$ cat src/verilog/mips_pkg.sv
package mips_pkg;

    localparam int WORD_W     = 32;
    localparam int REG_ADDR_W = 5;
    localparam int NUM_REGS   = 32;

    typedef logic [WORD_W-1:0]     word_t;
    typedef logic [REG_ADDR_W-1:0] reg_addr_t;

    typedef enum logic [5:0] {
        R_TYPE = 6'h00,
        ADDIU  = 6'h09,
        SLTI   = 6'h0A,
        ANDI   = 6'h0C,
        ORI    = 6'h0D,
        XORI   = 6'h0E,
        LUI    = 6'h0F,
        HALT   = 6'h3F
    } opcode_e;

    typedef enum logic [5:0] {
        ADDU = 6'h21,
        SUBU = 6'h23,
        AND  = 6'h24,
        OR   = 6'h25,
        XOR  = 6'h26,
        SLT  = 6'h2A
    } funct_e;

    typedef enum logic [2:0] {
        ALU_ADD,
        ALU_SUB,
        ALU_AND,
        ALU_OR,
        ALU_XOR,
        ALU_SLT,
        ALU_PASS_B
    } alu_op_e;

    // EXT_UPPER puts the immediate in bits 31:16
    typedef enum logic [1:0] {
        EXT_SIGN,
        EXT_ZERO,
        EXT_UPPER
    } ext_mode_e;

    typedef struct packed {
        opcode_e   opcode;
        reg_addr_t rs;
        reg_addr_t rt;
        reg_addr_t rd;
        logic [4:0] shamt;
        funct_e    funct;
    } r_fmt_t;

    typedef struct packed {
        opcode_e     opcode;
        reg_addr_t   rs;
        reg_addr_t   rt;
        logic [15:0] imm;
    } i_fmt_t;

    // One instruction word, R or I view
    typedef union packed {
        r_fmt_t r;
        i_fmt_t i;
    } instr_u;

    localparam word_t NOP_WORD = '0;

endpackage
$ cat src/verilog/mips_ifs.sv


// Write-back entry, also the forwarding source
interface wb_if;
    import mips_pkg::*;

    logic      valid;
    logic      wr_en;
    reg_addr_t dest;
    word_t     data;
    logic      halt;

    modport sender   (output valid, wr_en, dest, data, halt);
    modport fwd      (input valid, wr_en, dest, data);
    modport receiver (input valid, wr_en, dest, data);

endinterface

$ cat src/verilog/reg_file.sv
module reg_file (
    input  logic                i_clk,
    input  logic                i_rst_n,
    input  mips_pkg::reg_addr_t i_rs_addr,
    input  mips_pkg::reg_addr_t i_rt_addr,
    input  mips_pkg::reg_addr_t i_dbg_addr,
    wb_if.receiver              i_wr,
    output mips_pkg::word_t     o_rs_data,
    output mips_pkg::word_t     o_rt_data,
    output mips_pkg::word_t     o_dbg_data
);
    import mips_pkg::*;

    word_t regs [NUM_REGS];
    logic  wr_live;

    assign wr_live = i_wr.valid && i_wr.wr_en && (i_wr.dest != '0);

    // Write-first read
    function automatic word_t read_reg(input reg_addr_t addr);
        if (addr == '0) begin
            return '0;
        end else if (wr_live && i_wr.dest == addr) begin
            return i_wr.data;
        end
        return regs[addr];
    endfunction

    always_ff @(posedge i_clk or negedge i_rst_n) begin
        if (!i_rst_n) begin
            for (int i = 0; i < NUM_REGS; i++) begin
                regs[i] <= '0;
            end
        end else if (wr_live) begin
            regs[i_wr.dest] <= i_wr.data;
        end
    end

    always_comb begin
        o_rs_data  = read_reg(i_rs_addr);
        o_rt_data  = read_reg(i_rt_addr);
        o_dbg_data = read_reg(i_dbg_addr);
    end

    r0_stays_zero: assert property (@(posedge i_clk) disable iff (!i_rst_n)
        (i_wr.valid && i_wr.wr_en && i_wr.dest == '0) |=> (regs[0] == '0));

endmodule

$ cat src/flat_wrapper.sv
// flat-port wrapper written by rule: the top's interface ports become plain ports
module reg_file_flat import mips_pkg::*;
  (i_clk, i_rst_n, i_rs_addr, i_rt_addr, i_dbg_addr, o_rs_data, o_rt_data, o_dbg_data, i_wr_valid, i_wr_wr_en, i_wr_dest, i_wr_data);
  wb_if i_wr_i ();
  input  logic i_clk;
  input  logic i_rst_n;
  input  mips_pkg::reg_addr_t i_rs_addr;
  input  mips_pkg::reg_addr_t i_rt_addr;
  input  mips_pkg::reg_addr_t i_dbg_addr;
  output mips_pkg::word_t o_rs_data;
  output mips_pkg::word_t o_rt_data;
  output mips_pkg::word_t o_dbg_data;
  input wire logic [$bits(i_wr_i.valid)-1:0] i_wr_valid;
  input wire logic [$bits(i_wr_i.wr_en)-1:0] i_wr_wr_en;
  input wire logic [$bits(i_wr_i.dest)-1:0] i_wr_dest;
  input wire logic [$bits(i_wr_i.data)-1:0] i_wr_data;
  assign i_wr_i.valid = i_wr_valid;
  assign i_wr_i.wr_en = i_wr_wr_en;
  assign i_wr_i.dest = i_wr_dest;
  assign i_wr_i.data = i_wr_data;
  reg_file u_core (.i_clk(i_clk), .i_rst_n(i_rst_n), .i_rs_addr(i_rs_addr), .i_rt_addr(i_rt_addr), .i_dbg_addr(i_dbg_addr), .i_wr(i_wr_i), .o_rs_data(o_rs_data), .o_rt_data(o_rt_data), .o_dbg_data(o_dbg_data));
endmodule
$ cat config.mk
export PLATFORM = sky130hd
export DESIGN_NAME = reg_file_flat
export DESIGN_NICKNAME = d
export VERILOG_FILES = /design/src/verilog/mips_pkg.sv /design/src/verilog/mips_ifs.sv /design/src/verilog/reg_file.sv /design/src/flat_wrapper.sv
export SDC_FILE = /design/constraint.sdc
export NUM_CORES = 2
export LEC_CHECK = 0
export ABC_CLOCK_PERIOD_IN_PS = 2200
export BUFFER_PORTS_ARGS = -buffer_cell sky130_fd_sc_hd__clkbuf_2
export CORE_UTILIZATION = 30
export CTS_CLUSTER_DIAMETER = 30
export DETAILED_ROUTE_END_ITERATION = 10
export SLEW_MARGIN = 20
export SYNTH_ARGS = -nofsm -noshare
export SYNTH_HDL_FRONTEND = slang
export SYNTH_SLANG_ARGS = --single-unit
$ cat constraint.sdc
create_clock -name i_clk -period 2.2 [get_ports i_clk]
set_input_delay 0.33 -clock i_clk [delete_from_list [all_inputs] [get_ports i_clk]]
set_output_delay 0.33 -clock i_clk [all_outputs]
set_load 0.02 [all_outputs]
==> run summary <==
Relative to the synthesized area, the layout overhead comes to 41.6%. The setup slack after layout was -1000 ps. After detailed routing, the met2 layer carries 134 mm of wire.

After filler insertion, the fill cell instance count of the layout stands at 19500. Dividing the synthesized area by the synthesized cell count gives 13.4 um2. The checks that failed: negative setup slack. The total power divided by cell area is 860 nW/um2. The critical path goes through mux4_2, mux4_2, nand4_1, o211ai_1, clkbuf_2.

After detailed routing, the number of remaining DRC violations is 0. At the pin with the least slew margin, the transition time is 1140 ps. The number of enable flip-flop cells after synthesis is 0. Setup repair after global routing could not meet its margin everywhere. From left edge to right edge, the die measures 469 um. The kind of start point of the critical path was a register.

Leakage dissipation: 40.8 nW. The deepest clock path buffer count is 3. Measured against its own limit, the worst slew margin works out to 23.5%.

For this block, wires on met1 add up to 114 mm. The largest net degree at the start of global routing came out at 93. The number of global-route vias before repair is 57000.

Pin placement for this block handled 152 I/O pins. In the final routed layout, each cell accounts on average for 33.4 um. The number of antenna violations at the first check in global routing was 11; the overall fraction of global-route tracks in use was 27.5%.

Number of input and output port buffers inserted: 151. The finished layout holds 9137 standard cells, fillers aside. The library cell appearing most often on the critical path is mux4_2. The count of nets after finishing came out at 6143.

TritonCTS built the clock tree. The number of H-tree levels came out at 4. In the layout the commonest cells are 1044 x buf_4, 1020 x dfrtp_1, 986 x mux2_2, 603 x mux4_2, 345 x mux2i_1. For the summed area of non-filler cells in the final layout, the log shows 92500 um2.

Clock latency on the worst-skew pair, taken at its later pin, is 880 ps. The reg-to-reg setup timing slack was 1170 ps; the fraction of the yosys area taken by sequential cells was 39.2%. The register bank with the most flops was u_core.regs. The library cell used most frequently in the layout, excluding fill and tap cells, is buf_4.

The data required time at the worst endpoint is 1870 ps, and the final setup violation count is 96. Via density per instance: 6.15. Clock-pin slew was measured on the worst setup and hold paths at 50 ps. Summing every instance area after synthesis gives 65300 um2. The first global-routing pass estimated 431 mm of wire.

The run gives 239 as the total CTS buffers. The clock period minus worst slack was 3200 ps; the proportion of synthesized flip-flops having asynchronous set or reset was 100%. The critical path data arrival time was 2870 ps. The delay of the slowest critical-path stage was 490 ps; the area of the placeable core was 215000 um2.

The highest metal layer with signal wires was met5. The logs give 1024 for the count of clock tree sinks and 8 for the number of search-and-repair iterations in the first detailed-routing pass. The clock arrives with 0 ps of skew. The number of nets handed over by synthesis was 4943. The number of max-slew violations in the final report is 0.

Total wire length after detailed routing: 306 mm. The largest registers in the layout are u_core.regs (1024). After detailed routing, the met3 layer carries 36.7 mm of wire. Of the available clock period, the critical path in the final layout requires 146%. The flip-flop count of the largest register after layout works out to 1024. Prior to clock tree synthesis, the placed netlist has a worst setup slack of -935 ps. The height of the die works out to 469 um.

The path category of the worst min-delay check is input port to register. Routability-driven placement finished with a final weighted congestion of 0.997. The leading register cell type out of synthesis is dfrtp_1. Counting tap cells, the placed design contains a total of 8614 instances. The total overflow left after global routing is 0.

For the post-layout total power, the log shows 79.5 mW. For this design, the slowest cell found on the critical path is mux4_2. The final count of hold timing violations is 0, and the count of mapped cells out of synthesis is 4887. The number of storage elements in the synthesis netlist was 1024. The largest vdd supply drop is 0.883 mV, and the placed wire-length estimate after detailed placement is 217 mm. The detailed router finished its first iteration with 6912 violations. The run finished, with violations left. The final-layout worst hold slack is 63.8 ps.

Summing over every cut layer, the via total after detailed routing is 56200. For this run, the number of Yosys warnings is 0. For this configuration, the core starts out at a cell density of 30.3%. After synthesis, the netlist uses 71 different library cells. The tools report the number of nets still failing antenna checks after routing as 0. Fraction of layout cells with a size suffix above 1: 62.0%. The reported max-cap violation count was 0. Number of rows in the core area: 170. The die covers 220000 um2.

Based on the critical path, the design can be clocked at up to 0.312 GHz. The tree is rooted in a clkbuf_16. The placed standard-cell area is 80700 um2. The maximum fanout count along the critical path works out to 2. Critical path class: register to output port. The worst setup path is captured at an output port.
final cells by class:
| type | count | area [um2] | share of cell area [%] |
|---|---|---|---|
| antenna | 3 | 7.51 | 0.00812 |
| multi-input combinational | 3291 | 39100 | 42.3 |
| tap | 2838 | 3550 | 3.84 |
| clock buffer | 294 | 6560 | 7.09 |
| sequential | 1024 | 25600 | 27.7 |
| timing repair buffer | 1517 | 15300 | 16.6 |
| clock inverter | 156 | 2240 | 2.42 |
| inverter | 14 | 52.6 | 0.0568 |
worst max-delay path, delay by kind of cell, from the launching register on:
family	cells	cell delay, ps
AO/OA/AOI/OAI	1	270
flip-flops	1	390
buffers and inverters	1	260
AND/OR/NAND/NOR	1	110
multiplexers	2	970
cell families after synthesis:
group                     after synthesis  share of synthesized area, %
DFF                                  1024                          39.2
and+or+nand+nor                       450                          3.38
muxes                                1988                          44.0
buffers and inverters                 572                          4.33
AOI/OAI and AO/OA                     838                          8.85
xor gates and xnor gates               15                         0.201
power breakdown:
part	switching [mW]	internal [mW]	leakage (nW)
Sequential	2.38	21.3	13.6
Clock	12.5	25.9	4.23
Combinational	7.87	9.52	23.0
routing by layer:
| layer | global-route usage (%) | vias to the layer above |
|---|---|---|
| li1 | - | 22000 |
| met1 | 34.1 | 29200 |
| met2 | 40.8 | 3925 |
| met3 | 9.88 | 1059 |
| met4 | 16.3 | 10 |
| met5 | 0.0866 | - |
final timing paths:
| kind | depth (start not counted) | endpoint | start |
|---|---|---|---|
| min in group asynchronous | 3 | u_core.regs[348] | i_rst_n |
| worst max register to register | 3 | u_core.regs[64] | u_core.regs[64] |
| worst min-delay path | 3 | u_core.regs[456] | i_wr_data[8] |
| worst min register to register | 0 | u_core.regs[1020] | u_core.regs[1020] |
| max in group asynchronous | 3 | u_core.regs[219] | i_rst_n |
| worst max-delay path | 5 | o_rs_data[12] | u_core.regs[556] |
per-stage QoR:
stage / setup TNS [ps] / util (%)
4_1_cts: -79920 / 42.5
6_report: -77860 / 42.9
5_1_grt: -82130 / 42.9
3_3_place_gp: -162420 / 37.5
2_1_floorplan: -2270 / -
3_5_place_dp: -167240 / 37.5
synth_stat cells (46+ instances only):
master    number  area, um2
a21oi_1      127        636
a221oi_1      52        455
a22oi_1       83        623
buf_2        217       1090
buf_4         64        480
clkbuf_1     229        860
dfrtp_1     1024      25600
mux2_2      1010      11400
mux2i_1      366       3660
mux4_2       596      13400
nand2_1      131        492
nand3_1       46        230
nor2_1        99        372
nor3_1        46        230
o21ai_0      192        961
o22ai_1       74        463
timing repair:
| item | in CTS | in global routing |
|---|---|---|
| buffers inserted | 63 | 35 |
| setup endpoints to repair | 96 | 96 |
| hold endpoints to repair | 829 | 0 |
| gates resized for setup | 399 | 212 |
| hold buffers | 13 | 0 |
| pin swaps | 163 | 108 |
| gates cloned | 0 | 0 |
Note: power is estimated with default switching activity, not from simulation.
