$ cat src/verilog/mips_pkg.sv
package mips_pkg;

    localparam int WORD_W     = 32;
    localparam int REG_ADDR_W = 5;
    localparam int NUM_REGS   = 32;

    typedef logic [WORD_W-1:0]     word_t;
    typedef logic [REG_ADDR_W-1:0] reg_addr_t;

    typedef enum logic [5:0] {
        R_TYPE = 6'h00,
        ADDIU  = 6'h09,
        SLTI   = 6'h0A,
        ANDI   = 6'h0C,
        ORI    = 6'h0D,
        XORI   = 6'h0E,
        LUI    = 6'h0F,
        HALT   = 6'h3F
    } opcode_e;

    typedef enum logic [5:0] {
        ADDU = 6'h21,
        SUBU = 6'h23,
        AND  = 6'h24,
        OR   = 6'h25,
        XOR  = 6'h26,
        SLT  = 6'h2A
    } funct_e;

    typedef enum logic [2:0] {
        ALU_ADD,
        ALU_SUB,
        ALU_AND,
        ALU_OR,
        ALU_XOR,
        ALU_SLT,
        ALU_PASS_B
    } alu_op_e;

    // EXT_UPPER puts the immediate in bits 31:16
    typedef enum logic [1:0] {
        EXT_SIGN,
        EXT_ZERO,
        EXT_UPPER
    } ext_mode_e;

    typedef struct packed {
        opcode_e   opcode;
        reg_addr_t rs;
        reg_addr_t rt;
        reg_addr_t rd;
        logic [4:0] shamt;
        funct_e    funct;
    } r_fmt_t;

    typedef struct packed {
        opcode_e     opcode;
        reg_addr_t   rs;
        reg_addr_t   rt;
        logic [15:0] imm;
    } i_fmt_t;

    // One instruction word, R or I view
    typedef union packed {
        r_fmt_t r;
        i_fmt_t i;
    } instr_u;

    localparam word_t NOP_WORD = '0;

endpackage
$ cat src/verilog/mips_ifs.sv
// Decode to execute pipeline register contents
interface decode_ex_if;
    import mips_pkg::*;

    logic      valid;
    reg_addr_t rs;
    reg_addr_t rt;
    word_t     rs_data;
    word_t     rt_data;
    word_t     imm;
    logic      use_imm;
    alu_op_e   alu_op;
    reg_addr_t dest;
    logic      wr_en;
    logic      halt;

    modport sender (
        output valid, rs, rt, rs_data, rt_data, imm, use_imm, alu_op, dest, wr_en, halt
    );

    modport receiver (
        input valid, rs, rt, rs_data, rt_data, imm, use_imm, alu_op, dest, wr_en, halt
    );

endinterface

// Write-back entry, also the forwarding source
interface wb_if;
    import mips_pkg::*;

    logic      valid;
    logic      wr_en;
    reg_addr_t dest;
    word_t     data;
    logic      halt;

    modport sender   (output valid, wr_en, dest, data, halt);
    modport fwd      (input valid, wr_en, dest, data);
    modport receiver (input valid, wr_en, dest, data);

endinterface

$ cat src/verilog/execute_stage.sv
module execute_stage (
    input  logic                i_clk,
    input  logic                i_rst_n,
    input  logic                i_step,
    decode_ex_if.receiver       i_dx,
    wb_if.fwd                   i_fwd,
    output logic                o_halt_req,
    output logic                o_valid,
    output logic                o_wr_en,
    output mips_pkg::reg_addr_t o_dest,
    output mips_pkg::word_t     o_data,
    output logic                o_halt
);
    import mips_pkg::*;

    logic  halt_seen;
    logic  live;
    word_t op_a;
    word_t op_b_reg;
    word_t op_b;
    word_t alu_y;

    // Result stage entry wins over the value read in decode
    function automatic word_t fwd_operand(input reg_addr_t src, input word_t reg_val);
        if (src != '0 && i_fwd.valid && i_fwd.wr_en && i_fwd.dest == src) begin
            return i_fwd.data;
        end
        return reg_val;
    endfunction

    always_comb begin
        op_a     = fwd_operand(i_dx.rs, i_dx.rs_data);
        op_b_reg = fwd_operand(i_dx.rt, i_dx.rt_data);
        op_b     = i_dx.use_imm ? i_dx.imm : op_b_reg;
    end

    always_comb begin
        case (i_dx.alu_op)
            ALU_ADD:    alu_y = op_a + op_b;
            ALU_SUB:    alu_y = op_a - op_b;
            ALU_AND:    alu_y = op_a & op_b;
            ALU_OR:     alu_y = op_a | op_b;
            ALU_XOR:    alu_y = op_a ^ op_b;
            ALU_SLT:    alu_y = {31'b0, $signed(op_a) < $signed(op_b)};
            ALU_PASS_B: alu_y = op_b;
            default:    alu_y = '0;
        endcase
    end

    always_ff @(posedge i_clk or negedge i_rst_n) begin
        if (!i_rst_n) begin
            halt_seen <= 1'b0;
        end else if (i_step && i_dx.valid && i_dx.halt) begin
            halt_seen <= 1'b1;
        end
    end

    // Anything decoded after HALT is dropped here
    assign live       = i_dx.valid && !halt_seen;
    assign o_halt_req = halt_seen || (i_dx.valid && i_dx.halt);
    assign o_valid    = live;
    assign o_wr_en    = live && i_dx.wr_en;
    assign o_dest     = i_dx.dest;
    assign o_data     = alu_y;
    assign o_halt     = live && i_dx.halt;

    halt_req_sticky: assert property (@(posedge i_clk) disable iff (!i_rst_n)
        o_halt_req |=> o_halt_req);

endmodule

$ cat src/flat_wrapper.sv
// flat-port wrapper written by rule: the top's interface ports become plain ports
module execute_stage_flat import mips_pkg::*;
  (i_clk, i_rst_n, i_step, o_halt_req, o_valid, o_wr_en, o_dest, o_data, o_halt, i_dx_valid, i_dx_rs, i_dx_rt, i_dx_rs_data, i_dx_rt_data, i_dx_imm, i_dx_use_imm, i_dx_alu_op, i_dx_dest, i_dx_wr_en, i_dx_halt, i_fwd_valid, i_fwd_wr_en, i_fwd_dest, i_fwd_data);
  decode_ex_if i_dx_i ();
  wb_if i_fwd_i ();
  input  logic i_clk;
  input  logic i_rst_n;
  input  logic i_step;
  output logic o_halt_req;
  output logic o_valid;
  output logic o_wr_en;
  output mips_pkg::reg_addr_t o_dest;
  output mips_pkg::word_t o_data;
  output logic o_halt;
  input wire logic [$bits(i_dx_i.valid)-1:0] i_dx_valid;
  input wire logic [$bits(i_dx_i.rs)-1:0] i_dx_rs;
  input wire logic [$bits(i_dx_i.rt)-1:0] i_dx_rt;
  input wire logic [$bits(i_dx_i.rs_data)-1:0] i_dx_rs_data;
  input wire logic [$bits(i_dx_i.rt_data)-1:0] i_dx_rt_data;
  input wire logic [$bits(i_dx_i.imm)-1:0] i_dx_imm;
  input wire logic [$bits(i_dx_i.use_imm)-1:0] i_dx_use_imm;
  input wire logic [$bits(i_dx_i.alu_op)-1:0] i_dx_alu_op;
  input wire logic [$bits(i_dx_i.dest)-1:0] i_dx_dest;
  input wire logic [$bits(i_dx_i.wr_en)-1:0] i_dx_wr_en;
  input wire logic [$bits(i_dx_i.halt)-1:0] i_dx_halt;
  input wire logic [$bits(i_fwd_i.valid)-1:0] i_fwd_valid;
  input wire logic [$bits(i_fwd_i.wr_en)-1:0] i_fwd_wr_en;
  input wire logic [$bits(i_fwd_i.dest)-1:0] i_fwd_dest;
  input wire logic [$bits(i_fwd_i.data)-1:0] i_fwd_data;
  assign i_dx_i.valid = i_dx_valid;
  assign i_dx_i.rs = i_dx_rs;
  assign i_dx_i.rt = i_dx_rt;
  assign i_dx_i.rs_data = i_dx_rs_data;
  assign i_dx_i.rt_data = i_dx_rt_data;
  assign i_dx_i.imm = i_dx_imm;
  assign i_dx_i.use_imm = i_dx_use_imm;
  assign i_dx_i.alu_op = i_dx_alu_op;
  assign i_dx_i.dest = i_dx_dest;
  assign i_dx_i.wr_en = i_dx_wr_en;
  assign i_dx_i.halt = i_dx_halt;
  assign i_fwd_i.valid = i_fwd_valid;
  assign i_fwd_i.wr_en = i_fwd_wr_en;
  assign i_fwd_i.dest = i_fwd_dest;
  assign i_fwd_i.data = i_fwd_data;
  execute_stage u_core (.i_clk(i_clk), .i_rst_n(i_rst_n), .i_step(i_step), .i_dx(i_dx_i), .i_fwd(i_fwd_i), .o_halt_req(o_halt_req), .o_valid(o_valid), .o_wr_en(o_wr_en), .o_dest(o_dest), .o_data(o_data), .o_halt(o_halt));
endmodule
$ cat config.mk
export PLATFORM = sky130hd
export DESIGN_NAME = execute_stage_flat
export DESIGN_NICKNAME = d
export VERILOG_FILES = /design/src/verilog/mips_pkg.sv /design/src/verilog/mips_ifs.sv /design/src/verilog/execute_stage.sv /design/src/flat_wrapper.sv
export SDC_FILE = /design/constraint.sdc
export NUM_CORES = 1
export LEC_CHECK = 0
export BUFFER_PORTS_ARGS = -buffer_cell sky130_fd_sc_hd__buf_2
export CAP_MARGIN = 20
export CORE_MARGIN = 2
export CORE_UTILIZATION = 25
export DETAILED_ROUTE_END_ITERATION = 8
export GPL_TIMING_DRIVEN = 0
export SKIP_CTS_REPAIR_TIMING = 1
export SLEW_MARGIN = 20
export SYNTH_ARGS = -nofsm -noshare
export SYNTH_HDL_FRONTEND = slang
export SYNTH_SLANG_ARGS = --single-unit
$ cat constraint.sdc
create_clock -name i_clk -period 20.5 [get_ports i_clk]
set_input_delay 5.125 -clock i_clk [delete_from_list [all_inputs] [get_ports i_clk]]
set_output_delay 5.125 -clock i_clk [all_outputs]
set_load 0.005 [all_outputs]
==> qor.yml <==
worst_setup_path:
  setup.worst_path.end_class: "output port"
  crit_slowest_cell: "clkbuf_1"
  critPathLaunchType: "primary input"
  timing.critical_path.cells: "buf_2, nor4_1, nor3_1, a21oi_1, nor4_1, nand4_1, clkbuf_1, mux2i_1, inv_1, ha_1, a211o_1, a21oi_1, a211o_1, a21oi_2, a311oi_1, o21ai_0, xnor2_1, o21ai_0, buf_2"
  regToRegSetupSlack_ns: 19.79
  path_delay_family: "compound AO/OA/AOI/OAI gates"
  max_stage_delay_ns: 0.76
  crit_path_max_fanout: 10
  critical_path_class: "primary input to output port"
  arrival_ns: 10.51
  path_buf_inv: 4
  required_ns: 15.38
cells_and_area:
  antenna-diode-count: 0
  top_regs: "u_core.halt_seen: 1 flops"
  largest_reg_flops: 1
  finalCoreUtilization_pct: 30.4
  register_ranked_first_by_flip_flop_count: "u_core.halt_seen"
  stdcell_count: 1637
  area.growth.synth_to_final_pct: 20.0
  filler_cell_count: 3181
  post_route_cells_drive_above_1_share_pct: 23.6
  finalNetCount: 1522
route:
  post-route-drc-count: 0
  route.antenna.remaining_nets: 0
  drtIter0Drc: 873
  detailroute.via_count: 8920
  routed_wirelength_um: 35200
  wire_per_inst_um: 21.5
  routed_via_density: 5.45
  count_of_tritonroute_iterations_in_the_first_routing_pass: 6
synthesis:
  seq_area_frac_synth_pct: 0.345
  postSynthRegisterBits: 1
  netlist_area_mm2: 0.00724
  synth_nets: 1326
  synthTopCellsByCount: "ha_1 (105), inv_1 (99), nand2_1 (96)"
  ys_dominant_reg_cell: "dfrtp_1"
  post_synth_main_area_contributors: "ha_1 (18%), mux2i_1 (6.2%), a21oi_1 (6.0%)"
  synth-warning-count: 0
  synth_edf_count: 0
  synthArstFlopShare_pct: 100
  synthDominantCellAreaShare_pct: 18.1
  synth_area_leader_cell: "ha_1"
  synth.distinct_cells: 89
  post_synth.cell_area_avg_um2: 6.84
  post-synth-top-count-cell: "ha_1"
  postSynthCellCount: 1059
cts:
  clkSlewWorstSetupHoldPaths_ns: 0
  clk_latency_ns: 0
sta:
  worst_clock_skew_ns: 0
  worst_pin_slew_ns: 1.08
  finalMaxSlewViolations: 0
  grt_setup_unrepaired: "false"
  max_slew_margin_vs_limit_pct: 27.9
  period_minus_slack_ns: 15.63
  clock.fmax_ghz: 0.0640
  timing.final.hold_violations: 0
  setup_viol: 0
  postLayoutSetupSlackWorst_ns: 4.87
  fin_setup_tns_ns: 0
  min_period_over_period_pct: 76.3
  fin_worst_hold_slack_ns: 0.496
floorplanning:
  die_area_mm2: 0.0304
  core_area_mm2: 0.0286
  die_x_um: 174
  floorplan.initialDensity_pct: 25.3
  num_rows: 62
  chipHeight_um: 174
  design.portCount: 201
placement:
  post-place-ws_ns: 4.93
  post-dp-hpwl_um: 27800
  numPlacedInstances: 1637
  routabilityCongestion: 0.960
  total_of_buffers_placed_on_input_and_output_ports: 194
global_routing:
  antenna_violations_before_repair: 0
  first_global_vias: 8496
  grt_remaining_overflow: 0
  wire_length_of_the_first_global_routing_pass_um: 51600
  track_usage_pct: 22.1
  grt_start_max_net_pins: 11
worst_hold_path:
  hold_class: "flip-flop to flip-flop"
outcome:
  status: "finished, final reports clean"
job:
  drv_cap: 0
pwr:
  max-vdd-ir-drop_mv: 0.0108
  power_per_cell_area_mw_per_mm2: 31.5
  leakagePower_uw: 0.00426
-- layer usage --
layer	share of wire (%)	track usage [%]	up-vias
li1	-	-	4251
met1	43	28.5	4152
met2	44	35.7	426
met3	8.4	4.22	91
met4	5.3	9.45	0
met5	0	0	-
-- power breakdown --
part	internal, uW	total (uW)	switching, uW
Clock	0	0	0
Combinational	103	272	169
Sequential	2.02	2.02	0.00456
-- through the flow --
step / cell area, um2 / power [uW]
floorplan: 7240 / 180
global placement: 8690 / 268
detailed placement: 8690 / 268
CTS: 8690 / 270
global route: 8690 / 300
finish: 8690 / 274
-- final timing paths --
path	start	to	depth (start not counted)
worst max-delay path	i_fwd_dest[0]	o_data[23]	19
worst min-delay path	u_core.halt_seen	u_core.halt_seen	1
min in group asynchronous	i_rst_n	u_core.halt_seen	1
max in group asynchronous	i_rst_n	u_core.halt_seen	1
worst max register to register	u_core.halt_seen	u_core.halt_seen	1
worst min register to register	u_core.halt_seen	u_core.halt_seen	1
-- cells by family after synthesis --
group,Yosys count,synth area share (%)
AOI/OAI and AO/OA,379,36.5
and+or+nand+nor,287,19.1
DFF,1,0.345
adders and majority gates,107,18.7
muxes,80,11.8
buffers and inverters,177,10.2
xor gates and xnor gates,28,3.39
-- layout by cell type, fill, tap and decap left out, types with 14 or more instances in the layout --
cell and instances:
inv_1 99, a31oi_1 14, nand2_1 96, a21oi_1 87, ha_1 105, xnor2_1 15
mux2i_1 45, o211ai_1 14, buf_2 207, a211oi_1 22, mux2_2 34, nor2_1 82
clkbuf_1 41, o21ai_0 71, o22ai_1 17, a21o_1 23, nor3_1 21, nand3_1 15
-- final cells by class --
class | instances | area [um2] | share of cell area (%)
Tap cell | 384 | 480 | 5.53
Inverter | 105 | 394 | 4.53
Multi-Input combinational cell | 881 | 6480 | 74.5
Timing Repair Buffer | 194 | 971 | 11.2
Buffer | 72 | 343 | 3.94
Sequential cell | 1 | 25.0 | 0.288
(Power assumes the default switching activity.)
