File: src/verilog/mips_pkg.sv
package mips_pkg;

    localparam int WORD_W     = 32;
    localparam int REG_ADDR_W = 5;
    localparam int NUM_REGS   = 32;

    typedef logic [WORD_W-1:0]     word_t;
    typedef logic [REG_ADDR_W-1:0] reg_addr_t;

    typedef enum logic [5:0] {
        R_TYPE = 6'h00,
        ADDIU  = 6'h09,
        SLTI   = 6'h0A,
        ANDI   = 6'h0C,
        ORI    = 6'h0D,
        XORI   = 6'h0E,
        LUI    = 6'h0F,
        HALT   = 6'h3F
    } opcode_e;

    typedef enum logic [5:0] {
        ADDU = 6'h21,
        SUBU = 6'h23,
        AND  = 6'h24,
        OR   = 6'h25,
        XOR  = 6'h26,
        SLT  = 6'h2A
    } funct_e;

    typedef enum logic [2:0] {
        ALU_ADD,
        ALU_SUB,
        ALU_AND,
        ALU_OR,
        ALU_XOR,
        ALU_SLT,
        ALU_PASS_B
    } alu_op_e;

    // EXT_UPPER puts the immediate in bits 31:16
    typedef enum logic [1:0] {
        EXT_SIGN,
        EXT_ZERO,
        EXT_UPPER
    } ext_mode_e;

    typedef struct packed {
        opcode_e   opcode;
        reg_addr_t rs;
        reg_addr_t rt;
        reg_addr_t rd;
        logic [4:0] shamt;
        funct_e    funct;
    } r_fmt_t;

    typedef struct packed {
        opcode_e     opcode;
        reg_addr_t   rs;
        reg_addr_t   rt;
        logic [15:0] imm;
    } i_fmt_t;

    // One instruction word, R or I view
    typedef union packed {
        r_fmt_t r;
        i_fmt_t i;
    } instr_u;

    localparam word_t NOP_WORD = '0;

endpackage
File: src/verilog/mips_ifs.sv
// Decode to execute pipeline register contents
interface decode_ex_if;
    import mips_pkg::*;

    logic      valid;
    reg_addr_t rs;
    reg_addr_t rt;
    word_t     rs_data;
    word_t     rt_data;
    word_t     imm;
    logic      use_imm;
    alu_op_e   alu_op;
    reg_addr_t dest;
    logic      wr_en;
    logic      halt;

    modport sender (
        output valid, rs, rt, rs_data, rt_data, imm, use_imm, alu_op, dest, wr_en, halt
    );

    modport receiver (
        input valid, rs, rt, rs_data, rt_data, imm, use_imm, alu_op, dest, wr_en, halt
    );

endinterface


File: src/verilog/decode_stage.sv
module decode_stage (
    input  logic                i_clk,
    input  logic                i_rst_n,
    input  logic                i_step,
    input  mips_pkg::word_t     i_instr,
    input  mips_pkg::word_t     i_rs_data,
    input  mips_pkg::word_t     i_rt_data,
    output mips_pkg::reg_addr_t o_rs_addr,
    output mips_pkg::reg_addr_t o_rt_addr,
    decode_ex_if.sender         o_dx
);
    import mips_pkg::*;

    instr_u    ir;
    alu_op_e   alu_op;
    ext_mode_e ext_mode;
    logic      use_imm;
    logic      wr_en;
    logic      halt;
    reg_addr_t dest;
    word_t     imm_ext;

    assign ir        = i_instr;
    assign o_rs_addr = ir.r.rs;
    assign o_rt_addr = ir.r.rt;

    // Control decode, defaults give an I-type with no write
    always_comb begin
        alu_op   = ALU_ADD;
        ext_mode = EXT_SIGN;
        use_imm  = 1'b1;
        wr_en    = 1'b0;
        halt     = 1'b0;
        dest     = ir.i.rt;
        case (ir.i.opcode)
            R_TYPE: begin
                use_imm = 1'b0;
                dest    = ir.r.rd;
                wr_en   = 1'b1;
                case (ir.r.funct)
                    ADDU:    alu_op = ALU_ADD;
                    SUBU:    alu_op = ALU_SUB;
                    AND:     alu_op = ALU_AND;
                    OR:      alu_op = ALU_OR;
                    XOR:     alu_op = ALU_XOR;
                    SLT:     alu_op = ALU_SLT;
                    default: wr_en  = 1'b0;
                endcase
            end
            ADDIU: wr_en = 1'b1;
            SLTI: begin
                alu_op = ALU_SLT;
                wr_en  = 1'b1;
            end
            ANDI: begin
                alu_op   = ALU_AND;
                ext_mode = EXT_ZERO;
                wr_en    = 1'b1;
            end
            ORI: begin
                alu_op   = ALU_OR;
                ext_mode = EXT_ZERO;
                wr_en    = 1'b1;
            end
            XORI: begin
                alu_op   = ALU_XOR;
                ext_mode = EXT_ZERO;
                wr_en    = 1'b1;
            end
            LUI: begin
                alu_op   = ALU_PASS_B;
                ext_mode = EXT_UPPER;
                wr_en    = 1'b1;
            end
            HALT:    halt = 1'b1;
            default: ;
        endcase
    end

    always_comb begin
        case (ext_mode)
            EXT_ZERO:  imm_ext = {16'h0000, ir.i.imm};
            EXT_UPPER: imm_ext = {ir.i.imm, 16'h0000};
            default:   imm_ext = {{16{ir.i.imm[15]}}, ir.i.imm};
        endcase
    end

    always_ff @(posedge i_clk or negedge i_rst_n) begin
        if (!i_rst_n) begin
            o_dx.valid   <= 1'b0;
            o_dx.rs      <= '0;
            o_dx.rt      <= '0;
            o_dx.rs_data <= '0;
            o_dx.rt_data <= '0;
            o_dx.imm     <= '0;
            o_dx.use_imm <= 1'b0;
            o_dx.alu_op  <= ALU_ADD;
            o_dx.dest    <= '0;
            o_dx.wr_en   <= 1'b0;
            o_dx.halt    <= 1'b0;
        end else if (i_step) begin
            // Bubbles from reset or behind HALT carry no valid
            o_dx.valid   <= (i_instr != NOP_WORD);
            o_dx.rs      <= ir.r.rs;
            o_dx.rt      <= ir.r.rt;
            o_dx.rs_data <= i_rs_data;
            o_dx.rt_data <= i_rt_data;
            o_dx.imm     <= imm_ext;
            o_dx.use_imm <= use_imm;
            o_dx.alu_op  <= alu_op;
            o_dx.dest    <= dest;
            o_dx.wr_en   <= wr_en;
            o_dx.halt    <= halt;
        end
    end

endmodule

File: src/flat_wrapper.sv
// flat-port wrapper written by rule: the top's interface ports become plain ports
module decode_stage_flat import mips_pkg::*;
  (i_clk, i_rst_n, i_step, i_instr, i_rs_data, i_rt_data, o_rs_addr, o_rt_addr, o_dx_valid, o_dx_rs, o_dx_rt, o_dx_rs_data, o_dx_rt_data, o_dx_imm, o_dx_use_imm, o_dx_alu_op, o_dx_dest, o_dx_wr_en, o_dx_halt);
  decode_ex_if o_dx_i ();
  input  logic i_clk;
  input  logic i_rst_n;
  input  logic i_step;
  input  mips_pkg::word_t i_instr;
  input  mips_pkg::word_t i_rs_data;
  input  mips_pkg::word_t i_rt_data;
  output mips_pkg::reg_addr_t o_rs_addr;
  output mips_pkg::reg_addr_t o_rt_addr;
  output wire logic [$bits(o_dx_i.valid)-1:0] o_dx_valid;
  output wire logic [$bits(o_dx_i.rs)-1:0] o_dx_rs;
  output wire logic [$bits(o_dx_i.rt)-1:0] o_dx_rt;
  output wire logic [$bits(o_dx_i.rs_data)-1:0] o_dx_rs_data;
  output wire logic [$bits(o_dx_i.rt_data)-1:0] o_dx_rt_data;
  output wire logic [$bits(o_dx_i.imm)-1:0] o_dx_imm;
  output wire logic [$bits(o_dx_i.use_imm)-1:0] o_dx_use_imm;
  output wire logic [$bits(o_dx_i.alu_op)-1:0] o_dx_alu_op;
  output wire logic [$bits(o_dx_i.dest)-1:0] o_dx_dest;
  output wire logic [$bits(o_dx_i.wr_en)-1:0] o_dx_wr_en;
  output wire logic [$bits(o_dx_i.halt)-1:0] o_dx_halt;
  assign o_dx_valid = o_dx_i.valid;
  assign o_dx_rs = o_dx_i.rs;
  assign o_dx_rt = o_dx_i.rt;
  assign o_dx_rs_data = o_dx_i.rs_data;
  assign o_dx_rt_data = o_dx_i.rt_data;
  assign o_dx_imm = o_dx_i.imm;
  assign o_dx_use_imm = o_dx_i.use_imm;
  assign o_dx_alu_op = o_dx_i.alu_op;
  assign o_dx_dest = o_dx_i.dest;
  assign o_dx_wr_en = o_dx_i.wr_en;
  assign o_dx_halt = o_dx_i.halt;
  decode_stage u_core (.i_clk(i_clk), .i_rst_n(i_rst_n), .i_step(i_step), .i_instr(i_instr), .i_rs_data(i_rs_data), .i_rt_data(i_rt_data), .o_rs_addr(o_rs_addr), .o_rt_addr(o_rt_addr), .o_dx(o_dx_i));
endmodule
File: config.mk
export PLATFORM = sky130hd
export DESIGN_NAME = decode_stage_flat
export DESIGN_NICKNAME = d
export VERILOG_FILES = /design/src/verilog/mips_pkg.sv /design/src/verilog/mips_ifs.sv /design/src/verilog/decode_stage.sv /design/src/flat_wrapper.sv
export SDC_FILE = /design/constraint.sdc
export NUM_CORES = 1
export LEC_CHECK = 0
export CORE_MARGIN = 2
export CORE_UTILIZATION = 35
export DETAILED_ROUTE_END_ITERATION = 12
export DONT_BUFFER_PORTS = 1
export PLACE_DENSITY = 0.5
export SYNTH_ARGS = -nofsm -noshare
export SYNTH_HDL_FRONTEND = slang
export SYNTH_SLANG_ARGS = --single-unit
export TNS_END_PERCENT = 50
File: constraint.sdc
create_clock -name i_clk -period 0.9 [get_ports i_clk]
set_clock_uncertainty 0.05 [all_clocks]
set_input_delay 0.18 -clock i_clk [delete_from_list [all_inputs] [get_ports i_clk]]
set_output_delay 0.18 -clock i_clk [all_outputs]
set_load 0.02 [all_outputs]
==> results.tsv <==
stage	metric	value	unit
yosys	synth_commonest_cells	118 x dfrtp_1, 55 x mux2_1, 37 x a21oi_1, 25 x nor2_1, 24 x inv_1	
placement	place_inst	650	
floorplanning	core_area	13800	µm²
yosys	yosysWarnings	0	
yosys	synth_top_cell_area_share	59.6	%
sta	layout_setup_ws	-0.364	ns
finish	areaGrowthSynthToFinish	63.6	%
finish	antenna_cells	0	
sta	fin_tns_setup	-35.25	ns
grt	grt_first_pass_wirelength	21100	µm
worst_setup_path	r2r_setup_slack	-0.07	ns
sta	tightest_slew	0.584	ns
grt	grt_pass1_vias	3992	
placement	dp_slack	-0.913	ns
yosys	syn-num-nets	504	
detailed_routing	drt_iter0_drc	198	
sta	relSlewSlack	60.1	%
finish	nNetsFinal	705	
yosys	synth-async-reset-ratio	100	%
worst_setup_path	cp_max_fo	3	
sta	fmax	0.791	GHz
placement	placed_cell_area	5810	µm²
yosys	synth.area.top_cells	dfrtp_1 60%, mux2_1 13%, mux2_2 4.3%	
detailed_routing	first_pass_iters	4	
run_status	violations	hold timing, setup timing	
sta	fin_crit_sh	140	%
yosys	synthesis.area	4950	µm²
yosys	synth_edf_count	0	
worst_setup_path	start_kind	input port	
clock_network	cts_max_path_buffers	2	
yosys	syn-mean-instance-area	12.3	µm²
worst_setup_path	r2r_start	u_core.o_dx.rt_data[19]	
clock_network	clock_sinks	118	
yosys	yosysSeqAreaShare	59.6	%
worst_setup_path	crit_required	1.15	ns
worst_setup_path	critPathKind	in -> reg	
detailed_routing	drt.antenna.violating_nets	0	
placement	dpl.hpwl	8360	µm
floorplanning	row_count	43	
detailed_routing	vias	3924	
yosys	synth_cells	403	
clock_network	cts_tree	built	
worst_setup_path	r2r_end	u_core.o_dx.rt_data[19]	
power	peakVddDrop	1090	µV
yosys	synth_top_area_cell	dfrtp_1	
finish	drive_above_1_share	41.7	%
grt	grt_util_all_layers	18.6	%
worst_setup_path	rr_worst_depth	2	
sta	hold_viol_final	236	
floorplanning	fp.dieH	123	µm
grt	antenna_found_initial	0	
detailed_routing	drc	0	
placement	portBuffers	0	
grt	grt_max_degree	146	
worst_setup_path	end_kind	flop	
run	drv_cap	0	
detailed_routing	avgViaCountPerCell	4.92	
clock_network	clkTransAtPathRegs	0.06	ns
placement	gpl.final_weighted_congestion	0.730	
floorplanning	fp.dieW	123	µm
power	leakage	3.55	nW
finish	finalNonFillerCells	797	
sta	rsz0062_at_grt	true	
sta	whs	-0.594	ns
yosys	yosysMostFrequentCell	dfrtp_1	
detailed_routing	avgRoutedWirePerCell	18.0	µm
sta	setup_viol	161	
detailed_routing	detail_route.wirelength	14400	µm
floorplanning	initial_core_util	35.8	%
floorplanning	dieArea	15100	µm²
yosys	ys_ff_latch	118	
hold_path	min_path_type	in -> async	
grt	overflow	0	
yosys	synth.distinct_cells	45	
finish	final_cell_area	8100	µm²
clock_network	insertion_delay	0.41	ns
clock_network	cts_root_buffer	clkbuf_16	
power	power_density	1980	nW/µm²
sta	finalCriticalPeriod	1.26	ns
clock_network	numCtsBuffers	17	
power	totalPowerFinal	16.1	mW
clock_network	htreeDepth	4	
finish	post-route-util	58.6	%
floorplanning	pin_count	227	
run_status	outcome	finished with violations	
worst_setup_path	crit_arrival	1.51	ns
sta	final-max-slew-violation-count	0	
yosys	synth-main-ff-cell	dfrtp_1	
[where the power goes]
| group | switching (mW) | internal [mW] |
|---|---|---|
| logic | 1.08 | 1.52 |
| clock network | 2.38 | 4.70 |
| registers | 0.540 | 5.84 |
[routing by layer]
layer | global-route usage [%] | vias up | routed length [µm]
met2 | 31.3 | 164 | 7480
met4 | 8.19 | 0 | 323
met3 | 7.24 | 28 | 1070
met5 | 0 | - | 0
li1 | - | 1784 | -
met1 | 21.0 | 1948 | 5490
[cell type report]
cell class / instances / area, µm²
inverter: 24 / 90.1
tap: 180 / 225
multi-input combinational: 227 / 1910
timing repair buffer: 216 / 2270
fill: 1121 / 5720
clock inverter: 8 / 119
clock buffer: 24 / 502
sequential: 118 / 2990
[worst max-delay path: stages]
cell and delay (ns):
dlygate4sd3_1 0.59, nor4_2 0.24, nand4_1 0.15, nor4_2 0.28, nor2_1 0.07
[how the worst max path moves through the flow]
| stage | from | to | slack, ns | cells past startpoint |
|---|---|---|---|---|
| after floorplan | i_instr[30] | u_core.o_dx.imm[27] | -0.70 | 8 |
| final | i_instr[18] | u_core.o_dx.valid | -0.36 | 5 |
| after global routing | i_instr[18] | u_core.o_dx.valid | -0.47 | 5 |
| after global placement | i_instr[28] | u_core.o_dx.imm[28] | -0.83 | 6 |
| after detailed placement | i_instr[28] | u_core.o_dx.imm[28] | -0.91 | 6 |
| after CTS | u_core.o_dx.dest[2] | o_dx_dest[2] | -0.33 | 1 |
[repair_timing]
item | 4_1_cts | 5_1_grt
gates cloned | 2 | 0
hold buffers | 74 | 18
pin swaps | 17 | 4
hold endpoints to repair | 236 | 236
endpoints found under the setup margin | 150 | 157
gates resized for setup | 140 | 26
setup buffers | 10 | 11
[placed cells by master, fill, tap and decap left out, types with 3 or more instances in the layout]
cell type      instances
o21ai_1               14
dfrtp_2               29
bufinv_16              3
buf_6                 91
mux2_4                11
nor2_1                24
o21ai_2                4
clkbuf_8               5
buf_4                 27
a21oi_1               25
dlygate4sd3_1         92
a31oi_1                3
clkbuf_16             18
mux2_2                18
a21oi_2               12
clkinv_2               4
nand2_2               10
nor4_2                 3
nand2_1               13
inv_1                 24
mux2i_1                5
mux2_1                45
nor4_1                 3
dfrtp_1               89
buf_12                 5
[logic make-up (layout without fill, tap and decap cells)]
group	count (synthesis)	count (layout)	synth area share, %
and+or+nand+nor	69	70	7.02
buffers and inverters	59	272	5.73
xor gates and xnor gates	3	3	0.531
muxes	79	79	17.8
AOI/OAI and AO/OA	73	73	8.76
DFF	118	118	59.6
adders and majority gates	2	2	0.505
[flip-flops by register name (all words and copies together) (netlist names)]
name / cells
u_core.o_dx.rt: 5
u_core.o_dx.halt: 1
u_core.o_dx.dest: 5
u_core.o_dx.rs: 5
u_core.o_dx.imm: 32
u_core.o_dx.valid: 1
u_core.o_dx.use_imm: 1
u_core.o_dx.wr_en: 1
u_core.o_dx.rt_data: 32
u_core.o_dx.rs_data: 32
u_core.o_dx.alu_op: 3
Power figures use the tool's default switching activity.
